$ cat config.mk
export PLATFORM = sky130hd
export DESIGN_NAME = dcpl_static
export DESIGN_NICKNAME = d
export VERILOG_FILES = /design/src/hw/dcpl_pkg.sv /design/src/hw/axis_if.sv /design/src/hw/dma_req_if.sv /design/src/hw/axis_dcpl_slice.sv /design/src/hw/dcpl_ctrl.sv /design/src/hw/dcpl_static.sv /design/src/hw/wback_dma.sv
export SDC_FILE = /design/constraint.sdc
export NUM_CORES = 2
export LEC_CHECK = 0
export BUFFER_PORTS_ARGS = -buffer_cell sky130_fd_sc_hd__buf_2
export CAP_MARGIN = 5
export CELL_PAD_IN_SITES_DETAIL_PLACEMENT = 1
export CELL_PAD_IN_SITES_GLOBAL_PLACEMENT = 1
export CORE_MARGIN = 2
export CORE_UTILIZATION = 53
export CTS_BUF_LIST = sky130_fd_sc_hd__clkbuf_4
export CTS_CLUSTER_DIAMETER = 40
export DETAILED_ROUTE_END_ITERATION = 6
export GPL_TIMING_DRIVEN = 0
export PLACE_DENSITY = 0.89
export SYNTH_ARGS = -nofsm -noshare
export SYNTH_HDL_FRONTEND = slang
export SYNTH_SLANG_ARGS = --single-unit
$ cat constraint.sdc
create_clock -name aclk -period 13.75 [get_ports aclk]
set_input_delay 1.375 -clock aclk [delete_from_list [all_inputs] [get_ports aclk]]
set_output_delay 1.375 -clock aclk [all_outputs]
set_load 0.1 [all_outputs]
$ cat src/hw/dcpl_pkg.sv
package dcpl_pkg;

  // channel counts and pipeline depths
  localparam int N_SCHAN        = 2;   // stream channels per direction.
  localparam int N_REG_STA_DCPL = 3;   // decouple chain, bit 0 is the raw request.
  localparam int N_STAGES_0     = 3;   // slice depth on irq, stream and wb beat.

  // data widths
  localparam int AXI_DATA_BITS  = 64;  // dynamic stream and wb output bus.
  localparam int WB_DATA_BITS   = 32;  // writeback value and internal beat.
  localparam int IRQ_BITS       = 15;  // user interrupt vector.
  localparam int DMA_ADDR_BITS  = 64;  // host byte address.
  localparam int DMA_LEN_BITS   = 28;  // request length in bytes.

  localparam int WB_LEN         = 4;   // bytes per writeback request.

  // one writeback record from the user region
  typedef struct packed {
    logic [DMA_ADDR_BITS-1:0] paddr;   // host byte address.
    logic [WB_DATA_BITS-1:0]  value;   // word to be written.
  } wback_t;

endpackage

$ cat src/hw/axis_if.sv
`timescale 1ns/1ps

interface axis_if #(
  parameter int DATA_BITS = dcpl_pkg::AXI_DATA_BITS
);

  logic [DATA_BITS-1:0]   tdata;
  logic [DATA_BITS/8-1:0] tkeep;  // byte enables.
  logic                   tlast;
  logic                   tvalid;
  logic                   tready;

  modport master (
    output tdata, tkeep, tlast, tvalid,
    input  tready
  );

  modport slave (
    input  tdata, tkeep, tlast, tvalid,
    output tready
  );

  modport monitor (
    input tdata, tkeep, tlast, tvalid, tready
  );

endinterface

$ cat src/hw/dma_req_if.sv
`timescale 1ns/1ps

interface dma_req_if;

  logic [dcpl_pkg::DMA_ADDR_BITS-1:0] addr;  // host byte address.
  logic [dcpl_pkg::DMA_LEN_BITS-1:0]  len;   // length in bytes.
  logic                               valid;
  logic                               ready;

  modport master (
    output addr, len, valid,
    input  ready
  );

  modport slave (
    input  addr, len, valid,
    output ready
  );

endinterface

$ cat src/hw/axis_dcpl_slice.sv
`timescale 1ns/1ps

module axis_dcpl_slice #(
  parameter int N_STAGES       = 3,
  parameter bit USER_IS_SOURCE = 1'b0  // 1: gate at input, 0: gate at output.
) (
  input  logic   aclk,
  input  logic   aresetn,
  input  logic   decouple,
  axis_if.slave  s_axis,
  axis_if.master m_axis
);

  localparam int DW = $bits(s_axis.tdata);
  localparam int KW = $bits(s_axis.tkeep);
  localparam int PW = DW + KW + 1;  // data, keep, last.

  logic              gate_in;   // user drives the input side.
  logic              gate_out;  // user sinks the output side.
  logic [N_STAGES:0] vld;       // valid into stage i, index N_STAGES is the output.
  logic [N_STAGES:0] rdy;
  logic [PW-1:0]     pld [N_STAGES+1];

  assign gate_in  = USER_IS_SOURCE ? decouple : 1'b0;
  assign gate_out = USER_IS_SOURCE ? 1'b0 : decouple;

  // input side gate
  assign vld[0]        = s_axis.tvalid & ~gate_in;
  assign s_axis.tready = rdy[0] & ~gate_in;  // user sees no ready while cut.
  assign pld[0]        = {s_axis.tdata, s_axis.tkeep, s_axis.tlast};

  // two-entry skid buffers, ready only looks at own skid slot
  for (genvar i = 0; i < N_STAGES; i++) begin : g_stage
    logic          main_vld;
    logic          skid_vld;
    logic [PW-1:0] main_q;
    logic [PW-1:0] skid_q;

    assign rdy[i]     = ~skid_vld;
    assign vld[i+1]   = main_vld;
    assign pld[i+1]   = main_q;

    always_ff @(posedge aclk) begin
      if (!aresetn) begin
        main_vld <= 1'b0;
        skid_vld <= 1'b0;
      end else if (rdy[i+1] || !main_vld) begin
        main_vld <= skid_vld | vld[i];  // skid drains first, keeps order.
        skid_vld <= 1'b0;
      end else if (vld[i] && !skid_vld) begin
        skid_vld <= 1'b1;  // main stalled, park beat.
      end
    end

    always_ff @(posedge aclk) begin
      if (rdy[i+1] || !main_vld) begin
        main_q <= skid_vld ? skid_q : pld[i];
      end else if (!skid_vld) begin
        skid_q <= pld[i];
      end
    end
  end

  // output side gate
  assign rdy[N_STAGES] = m_axis.tready & ~gate_out;
  assign m_axis.tvalid = vld[N_STAGES] & ~gate_out;  // beats hold in stages while cut.
  assign {m_axis.tdata, m_axis.tkeep, m_axis.tlast} = pld[N_STAGES];

endmodule

$ cat src/hw/dcpl_ctrl.sv
`timescale 1ns/1ps

module dcpl_ctrl (
  input  logic                          aclk,
  input  logic                          aresetn,
  input  logic                          decouple_in,
  input  logic [dcpl_pkg::IRQ_BITS-1:0] usr_irq_in,
  output logic                          decouple,
  output logic [dcpl_pkg::IRQ_BITS-1:0] usr_irq_out
);

  logic [dcpl_pkg::N_REG_STA_DCPL-1:1] dcpl_q;   // registered chain bits.
  logic [dcpl_pkg::N_REG_STA_DCPL-1:0] dcpl_ch;  // full chain, raw request at 0.
  logic [dcpl_pkg::IRQ_BITS-1:0]       irq_gated;
  logic [dcpl_pkg::IRQ_BITS-1:0]       irq_q [dcpl_pkg::N_STAGES_0];

  assign dcpl_ch  = {dcpl_q, decouple_in};
  assign decouple = dcpl_ch[dcpl_pkg::N_REG_STA_DCPL-1];  // last bit gates everything.

  // shift the request along, one bit per cycle
  always_ff @(posedge aclk) begin
    if (!aresetn) begin
      dcpl_q <= '0;
    end else begin
      dcpl_q <= dcpl_ch[dcpl_pkg::N_REG_STA_DCPL-2:0];
    end
  end

  assign irq_gated = usr_irq_in & ~{dcpl_pkg::IRQ_BITS{decouple}};  // masked before stages.

  always_ff @(posedge aclk) begin
    if (!aresetn) begin
      for (int i = 0; i < dcpl_pkg::N_STAGES_0; i++) begin
        irq_q[i] <= '0;
      end
    end else begin
      irq_q[0] <= irq_gated;
      for (int i = 1; i < dcpl_pkg::N_STAGES_0; i++) begin
        irq_q[i] <= irq_q[i-1];  // plain delay line.
      end
    end
  end

  assign usr_irq_out = irq_q[dcpl_pkg::N_STAGES_0-1];

endmodule

$ cat src/hw/dcpl_static.sv
`timescale 1ns/1ps

module dcpl_static (
  input  logic                                                 aclk,
  input  logic                                                 aresetn,
  input  logic                                                 s_decouple,

  input  logic [dcpl_pkg::IRQ_BITS-1:0]                        s_usr_irq,
  output logic [dcpl_pkg::IRQ_BITS-1:0]                        m_usr_irq,

  input  logic [dcpl_pkg::N_SCHAN-1:0][dcpl_pkg::AXI_DATA_BITS-1:0]   s_axis_dyn_out_tdata,
  input  logic [dcpl_pkg::N_SCHAN-1:0][dcpl_pkg::AXI_DATA_BITS/8-1:0] s_axis_dyn_out_tkeep,
  input  logic [dcpl_pkg::N_SCHAN-1:0]                         s_axis_dyn_out_tlast,
  input  logic [dcpl_pkg::N_SCHAN-1:0]                         s_axis_dyn_out_tvalid,
  output logic [dcpl_pkg::N_SCHAN-1:0]                         s_axis_dyn_out_tready,
  output logic [dcpl_pkg::N_SCHAN-1:0][dcpl_pkg::AXI_DATA_BITS-1:0]   m_axis_dyn_in_tdata,
  output logic [dcpl_pkg::N_SCHAN-1:0][dcpl_pkg::AXI_DATA_BITS/8-1:0] m_axis_dyn_in_tkeep,
  output logic [dcpl_pkg::N_SCHAN-1:0]                         m_axis_dyn_in_tlast,
  output logic [dcpl_pkg::N_SCHAN-1:0]                         m_axis_dyn_in_tvalid,
  input  logic [dcpl_pkg::N_SCHAN-1:0]                         m_axis_dyn_in_tready,

  input  logic [dcpl_pkg::N_SCHAN-1:0][dcpl_pkg::AXI_DATA_BITS-1:0]   s_axis_dyn_in_tdata,
  input  logic [dcpl_pkg::N_SCHAN-1:0][dcpl_pkg::AXI_DATA_BITS/8-1:0] s_axis_dyn_in_tkeep,
  input  logic [dcpl_pkg::N_SCHAN-1:0]                         s_axis_dyn_in_tlast,
  input  logic [dcpl_pkg::N_SCHAN-1:0]                         s_axis_dyn_in_tvalid,
  output logic [dcpl_pkg::N_SCHAN-1:0]                         s_axis_dyn_in_tready,
  output logic [dcpl_pkg::N_SCHAN-1:0][dcpl_pkg::AXI_DATA_BITS-1:0]   m_axis_dyn_out_tdata,
  output logic [dcpl_pkg::N_SCHAN-1:0][dcpl_pkg::AXI_DATA_BITS/8-1:0] m_axis_dyn_out_tkeep,
  output logic [dcpl_pkg::N_SCHAN-1:0]                         m_axis_dyn_out_tlast,
  output logic [dcpl_pkg::N_SCHAN-1:0]                         m_axis_dyn_out_tvalid,
  input  logic [dcpl_pkg::N_SCHAN-1:0]                         m_axis_dyn_out_tready,

  input  logic                                                 s_wback_valid,
  output logic                                                 s_wback_ready,
  input  dcpl_pkg::wback_t                                     s_wback_data,
  output logic [dcpl_pkg::AXI_DATA_BITS-1:0]                   m_axis_wb_tdata,
  output logic [dcpl_pkg::AXI_DATA_BITS/8-1:0]                 m_axis_wb_tkeep,
  output logic                                                 m_axis_wb_tlast,
  output logic                                                 m_axis_wb_tvalid,
  input  logic                                                 m_axis_wb_tready,

  output logic [dcpl_pkg::DMA_ADDR_BITS-1:0]                   m_dma_wb_addr,
  output logic [dcpl_pkg::DMA_LEN_BITS-1:0]                    m_dma_wb_len,
  output logic                                                 m_dma_wb_valid,
  input  logic                                                 m_dma_wb_ready
);

  localparam int PAD_BITS = dcpl_pkg::AXI_DATA_BITS - dcpl_pkg::WB_DATA_BITS;

  logic decouple;       // chain tail, 2 cycles behind s_decouple.
  logic wb_valid_gated;
  logic wb_ready;

  axis_if #(.DATA_BITS(dcpl_pkg::WB_DATA_BITS)) axis_wb ();
  axis_if #(.DATA_BITS(dcpl_pkg::WB_DATA_BITS)) axis_wb_out ();
  dma_req_if dma_wb ();

  dcpl_ctrl u_ctrl (
    .aclk        (aclk),
    .aresetn     (aresetn),
    .decouple_in (s_decouple),
    .usr_irq_in  (s_usr_irq),
    .decouple    (decouple),
    .usr_irq_out (m_usr_irq)
  );

  for (genvar i = 0; i < dcpl_pkg::N_SCHAN; i++) begin : g_chan
    axis_if #(.DATA_BITS(dcpl_pkg::AXI_DATA_BITS)) dout_s ();
    axis_if #(.DATA_BITS(dcpl_pkg::AXI_DATA_BITS)) dout_m ();
    axis_if #(.DATA_BITS(dcpl_pkg::AXI_DATA_BITS)) din_s ();
    axis_if #(.DATA_BITS(dcpl_pkg::AXI_DATA_BITS)) din_m ();

    // user to static, cut at input.
    assign dout_s.tdata             = s_axis_dyn_out_tdata[i];
    assign dout_s.tkeep             = s_axis_dyn_out_tkeep[i];
    assign dout_s.tlast             = s_axis_dyn_out_tlast[i];
    assign dout_s.tvalid            = s_axis_dyn_out_tvalid[i];
    assign s_axis_dyn_out_tready[i] = dout_s.tready;
    assign m_axis_dyn_out_tdata[i]  = dout_m.tdata;
    assign m_axis_dyn_out_tkeep[i]  = dout_m.tkeep;
    assign m_axis_dyn_out_tlast[i]  = dout_m.tlast;
    assign m_axis_dyn_out_tvalid[i] = dout_m.tvalid;
    assign dout_m.tready            = m_axis_dyn_out_tready[i];

    axis_dcpl_slice #(.N_STAGES(dcpl_pkg::N_STAGES_0), .USER_IS_SOURCE(1'b1)) u_dyn_out (
      .aclk     (aclk),
      .aresetn  (aresetn),
      .decouple (decouple),
      .s_axis   (dout_s),
      .m_axis   (dout_m)
    );

    // static to user, cut at output.
    assign din_s.tdata             = s_axis_dyn_in_tdata[i];
    assign din_s.tkeep             = s_axis_dyn_in_tkeep[i];
    assign din_s.tlast             = s_axis_dyn_in_tlast[i];
    assign din_s.tvalid            = s_axis_dyn_in_tvalid[i];
    assign s_axis_dyn_in_tready[i] = din_s.tready;
    assign m_axis_dyn_in_tdata[i]  = din_m.tdata;
    assign m_axis_dyn_in_tkeep[i]  = din_m.tkeep;
    assign m_axis_dyn_in_tlast[i]  = din_m.tlast;
    assign m_axis_dyn_in_tvalid[i] = din_m.tvalid;
    assign din_m.tready            = m_axis_dyn_in_tready[i];

    axis_dcpl_slice #(.N_STAGES(dcpl_pkg::N_STAGES_0), .USER_IS_SOURCE(1'b0)) u_dyn_in (
      .aclk     (aclk),
      .aresetn  (aresetn),
      .decouple (decouple),
      .s_axis   (din_s),
      .m_axis   (din_m)
    );
  end

  // writeback input gate
  assign wb_valid_gated = s_wback_valid & ~decouple;
  assign s_wback_ready  = wb_ready & ~decouple;

  wback_dma u_wback (
    .aclk         (aclk),
    .aresetn      (aresetn),
    .wback_valid  (wb_valid_gated),
    .wback_ready  (wb_ready),
    .wback_data   (s_wback_data),
    .m_dma_wr     (dma_wb),
    .m_axis_wback (axis_wb)
  );

  assign m_dma_wb_addr  = dma_wb.addr;
  assign m_dma_wb_len   = dma_wb.len;
  assign m_dma_wb_valid = dma_wb.valid;
  assign dma_wb.ready   = m_dma_wb_ready;

  // beat is already static side, no cut here.
  axis_dcpl_slice #(.N_STAGES(dcpl_pkg::N_STAGES_0), .USER_IS_SOURCE(1'b0)) u_wb_beat (
    .aclk     (aclk),
    .aresetn  (aresetn),
    .decouple (1'b0),
    .s_axis   (axis_wb),
    .m_axis   (axis_wb_out)
  );

  // widen onto the 64-bit bus, upper lanes zero.
  assign m_axis_wb_tdata    = {{PAD_BITS{1'b0}}, axis_wb_out.tdata};
  assign m_axis_wb_tkeep    = {{(PAD_BITS/8){1'b0}}, axis_wb_out.tkeep};
  assign m_axis_wb_tlast    = axis_wb_out.tlast;
  assign m_axis_wb_tvalid   = axis_wb_out.tvalid;
  assign axis_wb_out.tready = m_axis_wb_tready;

endmodule

$ cat src/hw/wback_dma.sv
`timescale 1ns/1ps

module wback_dma (
  input  logic             aclk,
  input  logic             aresetn,
  input  logic             wback_valid,
  output logic             wback_ready,
  input  dcpl_pkg::wback_t wback_data,
  dma_req_if.master        m_dma_wr,
  axis_if.master           m_axis_wback
);

  logic             req_pend;   // dma request not yet taken.
  logic             beat_pend;  // stream beat not yet taken.
  dcpl_pkg::wback_t wb_q;       // record held for both outputs.
  logic             wb_acc;
  logic             req_done;
  logic             beat_done;

  assign wback_ready = ~req_pend & ~beat_pend;  // idle only when both drained.
  assign wb_acc      = wback_valid & wback_ready;
  assign req_done    = m_dma_wr.valid & m_dma_wr.ready;
  assign beat_done   = m_axis_wback.tvalid & m_axis_wback.tready;

  always_ff @(posedge aclk) begin
    if (!aresetn) begin
      req_pend  <= 1'b0;
      beat_pend <= 1'b0;
    end else if (wb_acc) begin
      req_pend  <= 1'b1;
      beat_pend <= 1'b1;
    end else begin
      if (req_done) begin
        req_pend <= 1'b0;
      end
      if (beat_done) begin
        beat_pend <= 1'b0;
      end
    end
  end

  always_ff @(posedge aclk) begin
    if (wb_acc) begin
      wb_q <= wback_data;
    end
  end

  // write request, fixed length
  assign m_dma_wr.addr  = wb_q.paddr;
  assign m_dma_wr.len   = dcpl_pkg::DMA_LEN_BITS'(dcpl_pkg::WB_LEN);
  assign m_dma_wr.valid = req_pend;

  // single-beat packet with the value
  assign m_axis_wback.tdata  = wb_q.value;
  assign m_axis_wback.tkeep  = '1;
  assign m_axis_wback.tlast  = 1'b1;
  assign m_axis_wback.tvalid = beat_pend;

endmodule

==> run metrics <==
Detailed Place HPWL=146.0 mm; leading cell type in the layout, fill and taps excluded=edfxtp_1; DR vias=42060; CP delay by family, top=buffers and inverters; number of global-route vias before repair=46390; layout cells sized above 1=54.49%; Clock transition at path regs=0.07 ns; die area=148800 sq um; CTS resizes=0; max-slew violation count=0; Starting Density=53.19%; Post-Syn Area=77240 sq um; critical path arrival=2.82 ns; largest stage delay on the critical path=0.55 ns; clk root buf=clkbuf_4; drt drc=0; CP max stage cell=dfxtp_1; Cells after Synth=3482; register area share after synthesis=82.52%; Max Clk Rate=0.2382 GHz; yosys warns=0; Synth top area share=80.48%; setup bufs post-CTS=0; post-route cell area=92040 sq um; RSZ-0062 raised after global routing=false; HP Class=primary input to flop; crit end category=output pin; logic gate share of total power=8.2%; initial antenna violation count=102; Port Buffers=835; Area Growth Syn to Fin=19.16%; Clk pwr share=39.7%; global-route wire length before repair=340.4 mm; Die H=385.8 um; DRT Pass-1 Iters=5; nets@finish=5388; status=complete, no violations; clock buffer depth=4; startpoint types=flop; Core Region=145200 sq um; Filler Cell Count=12660; Antenna Nets Post-Route=0; TritonCTS clock tree=yes; leading area contributor after synthesis=edfxtp_1; critical path class=flop to output pin; H-tree depth=6; Cell variety after synth=25; placed cell area=85090 sq um; Routed WL=249.7 mm; Max-slew headroom=9.621%; ranking of synthesized cells by area=edfxtp_1, mux2_2, dfxtp_1; Pint=10.41 mW; Power, Total=14.39 mW; # clock sinks=2149; flops & latches, synth=2149; Synth Area per Inst=22.18 sq um; total grt overflow=0; cts hold-fix bufs=0; worst vdd ir=133.0 uV; Max FO, Critical Path=10; Die X=385.8 um; pwr/cell area=156.4 nW/um^2; Crit path top cell by count=buf_4; switching power total=3.987 mW; crit path time final=4.198 ns; fin crit share=30.53%; sequential share of power=52.1%; Tightest Pin Transition=1.356 ns; Core Rows=140; fin cells=7362; max-cap viol count=0; Sw Share=27.70%; Clk Latency, worst-skew pair=1.35 ns; Final GP Congestion=0.9601; Pleak=33.90 nW; Final Hold Fails=0; IO Pins=900; drt initial violations=4021; All-Layer GR Usage=32.48%; largest net degree at the start of global routing=75; Clock Skew=0.1817 ns; Bufs and invs on worst path=5; CP Cell Sequence=buf_4 -> buf_6 -> inv_1 -> buf_4 -> buf_2; post-placement cell count=6332; Setup Viol. Count Final=0; setup_tns=0 ns; flop-to-flop setup slack=10.70 ns; routed vias/inst=5.714; CTS Buf Count=554; most frequent cells in the layout=edfxtp_1, mux2_2, buf_2, clkbuf_4, buf_4; wire length per cell=33.92 um; Critical Path RT=12.38 ns
[area by class of cell]
cell class,count,area (sq um),area share (%)
clock buffers,782,5871,6.379
inverters,21,111.4,0.1210
well taps,1917,2399,2.606
clock inverters,162,859.6,0.9340
diodes,86,215.2,0.2338
flip-flops and latches,2149,63740,69.26
multi-input cells,1166,12170,13.22
repair buffers,871,5095,5.536
plain buffers,208,1573,1.709
[cell usage after synthesis, drive strengths merged]
library cell  number
a21boi            14
a21oi              2
and2              47
buf              202
clkbuf             6
conb               2
dfxtp             79
edfxtp          2070
inv               21
mux2             982
nand2             12
nand2b             6
nor2              12
nor2b              6
nor3               1
nor3b             12
o211a              3
o21ai              2
o31a               3
[logic make-up after synthesis]
| logic type | share of synthesized area (%) |
|---|---|
| DFF | 82.52 |
| and+or+nand+nor | 0.7759 |
| other | 0.009723 |
| muxes | 14.32 |
| buffers and inverters | 2.138 |
| AOI/OAI and AO/OA | 0.2349 |
[routing by layer]
layer / GRT usage, % / part of all wire (%)
met5: 0 / 0.16
met4: 18.27 / 6.0
met3: 10.53 / 9.5
met2: 54.97 / 51
met1: 36.20 / 34
[metrics by stage]
| stage | worst slack (ns) | hold WS [ns] | util (%) |
|---|---|---|---|
| after CTS | 9.441 | 0.1171 | 63.23 |
| final | 9.552 | 0.2365 | 63.38 |
| after detailed placement | 10.48 | 0.4215 | 58.60 |
| after global placement | -7.007 | 0.4143 | 57.88 |
| after global routing | 9.402 | 0.1261 | 63.33 |
| after floorplan | 2.343 | 0.4119 | - |
[flip-flops by register name, indices dropped and copies added (netlist names), 6 cells and up]
| register | count |
|---|---|
| g_chan.u_dyn_in.g_stage.main_q | 438 |
| g_chan.u_dyn_out.g_stage.skid_vld | 6 |
| u_wback.m_dma_wr.addr | 64 |
| g_chan.u_dyn_in.g_stage.skid_q | 438 |
| g_chan.u_dyn_in.g_stage.skid_vld | 6 |
| u_wb_beat.g_stage.main_q | 111 |
| u_wback.m_axis_wback.tdata | 32 |
| u_ctrl.irq_q | 45 |
| g_chan.u_dyn_out.g_stage.skid_q | 438 |
| u_wb_beat.g_stage.skid_q | 111 |
| g_chan.u_dyn_in.g_stage.main_vld | 6 |
| g_chan.u_dyn_out.g_stage.main_q | 438 |
[worst paths after layout]
kind,to,depth (start not counted),start
min reg2reg,u_ctrl.irq_q[0][17],1,u_ctrl.irq_q[0][2]
max,s_axis_dyn_in_tready[0],5,g_chan[0].u_dyn_in.g_stage[0].skid_vld
max reg2reg,u_wb_beat.g_stage[0].skid_q[36],4,u_wb_beat.g_stage[1].skid_vld
min,u_wback.m_dma_wr.addr[6],1,s_wback_data[38]
[power by group through the flow]
stage | sequential [mW] | combinational [mW] | clock (mW)
after global routing | 7.51 | 1.21 | 6.05
after global placement | 7.60 | 1.09 | 0
after floorplan | 8.14 | 0.300 | 0
final | 7.49 | 1.19 | 5.71
after detailed placement | 7.62 | 1.14 | 0
after CTS | 7.49 | 1.17 | 5.72
Note: power is estimated with default switching activity, not from simulation.
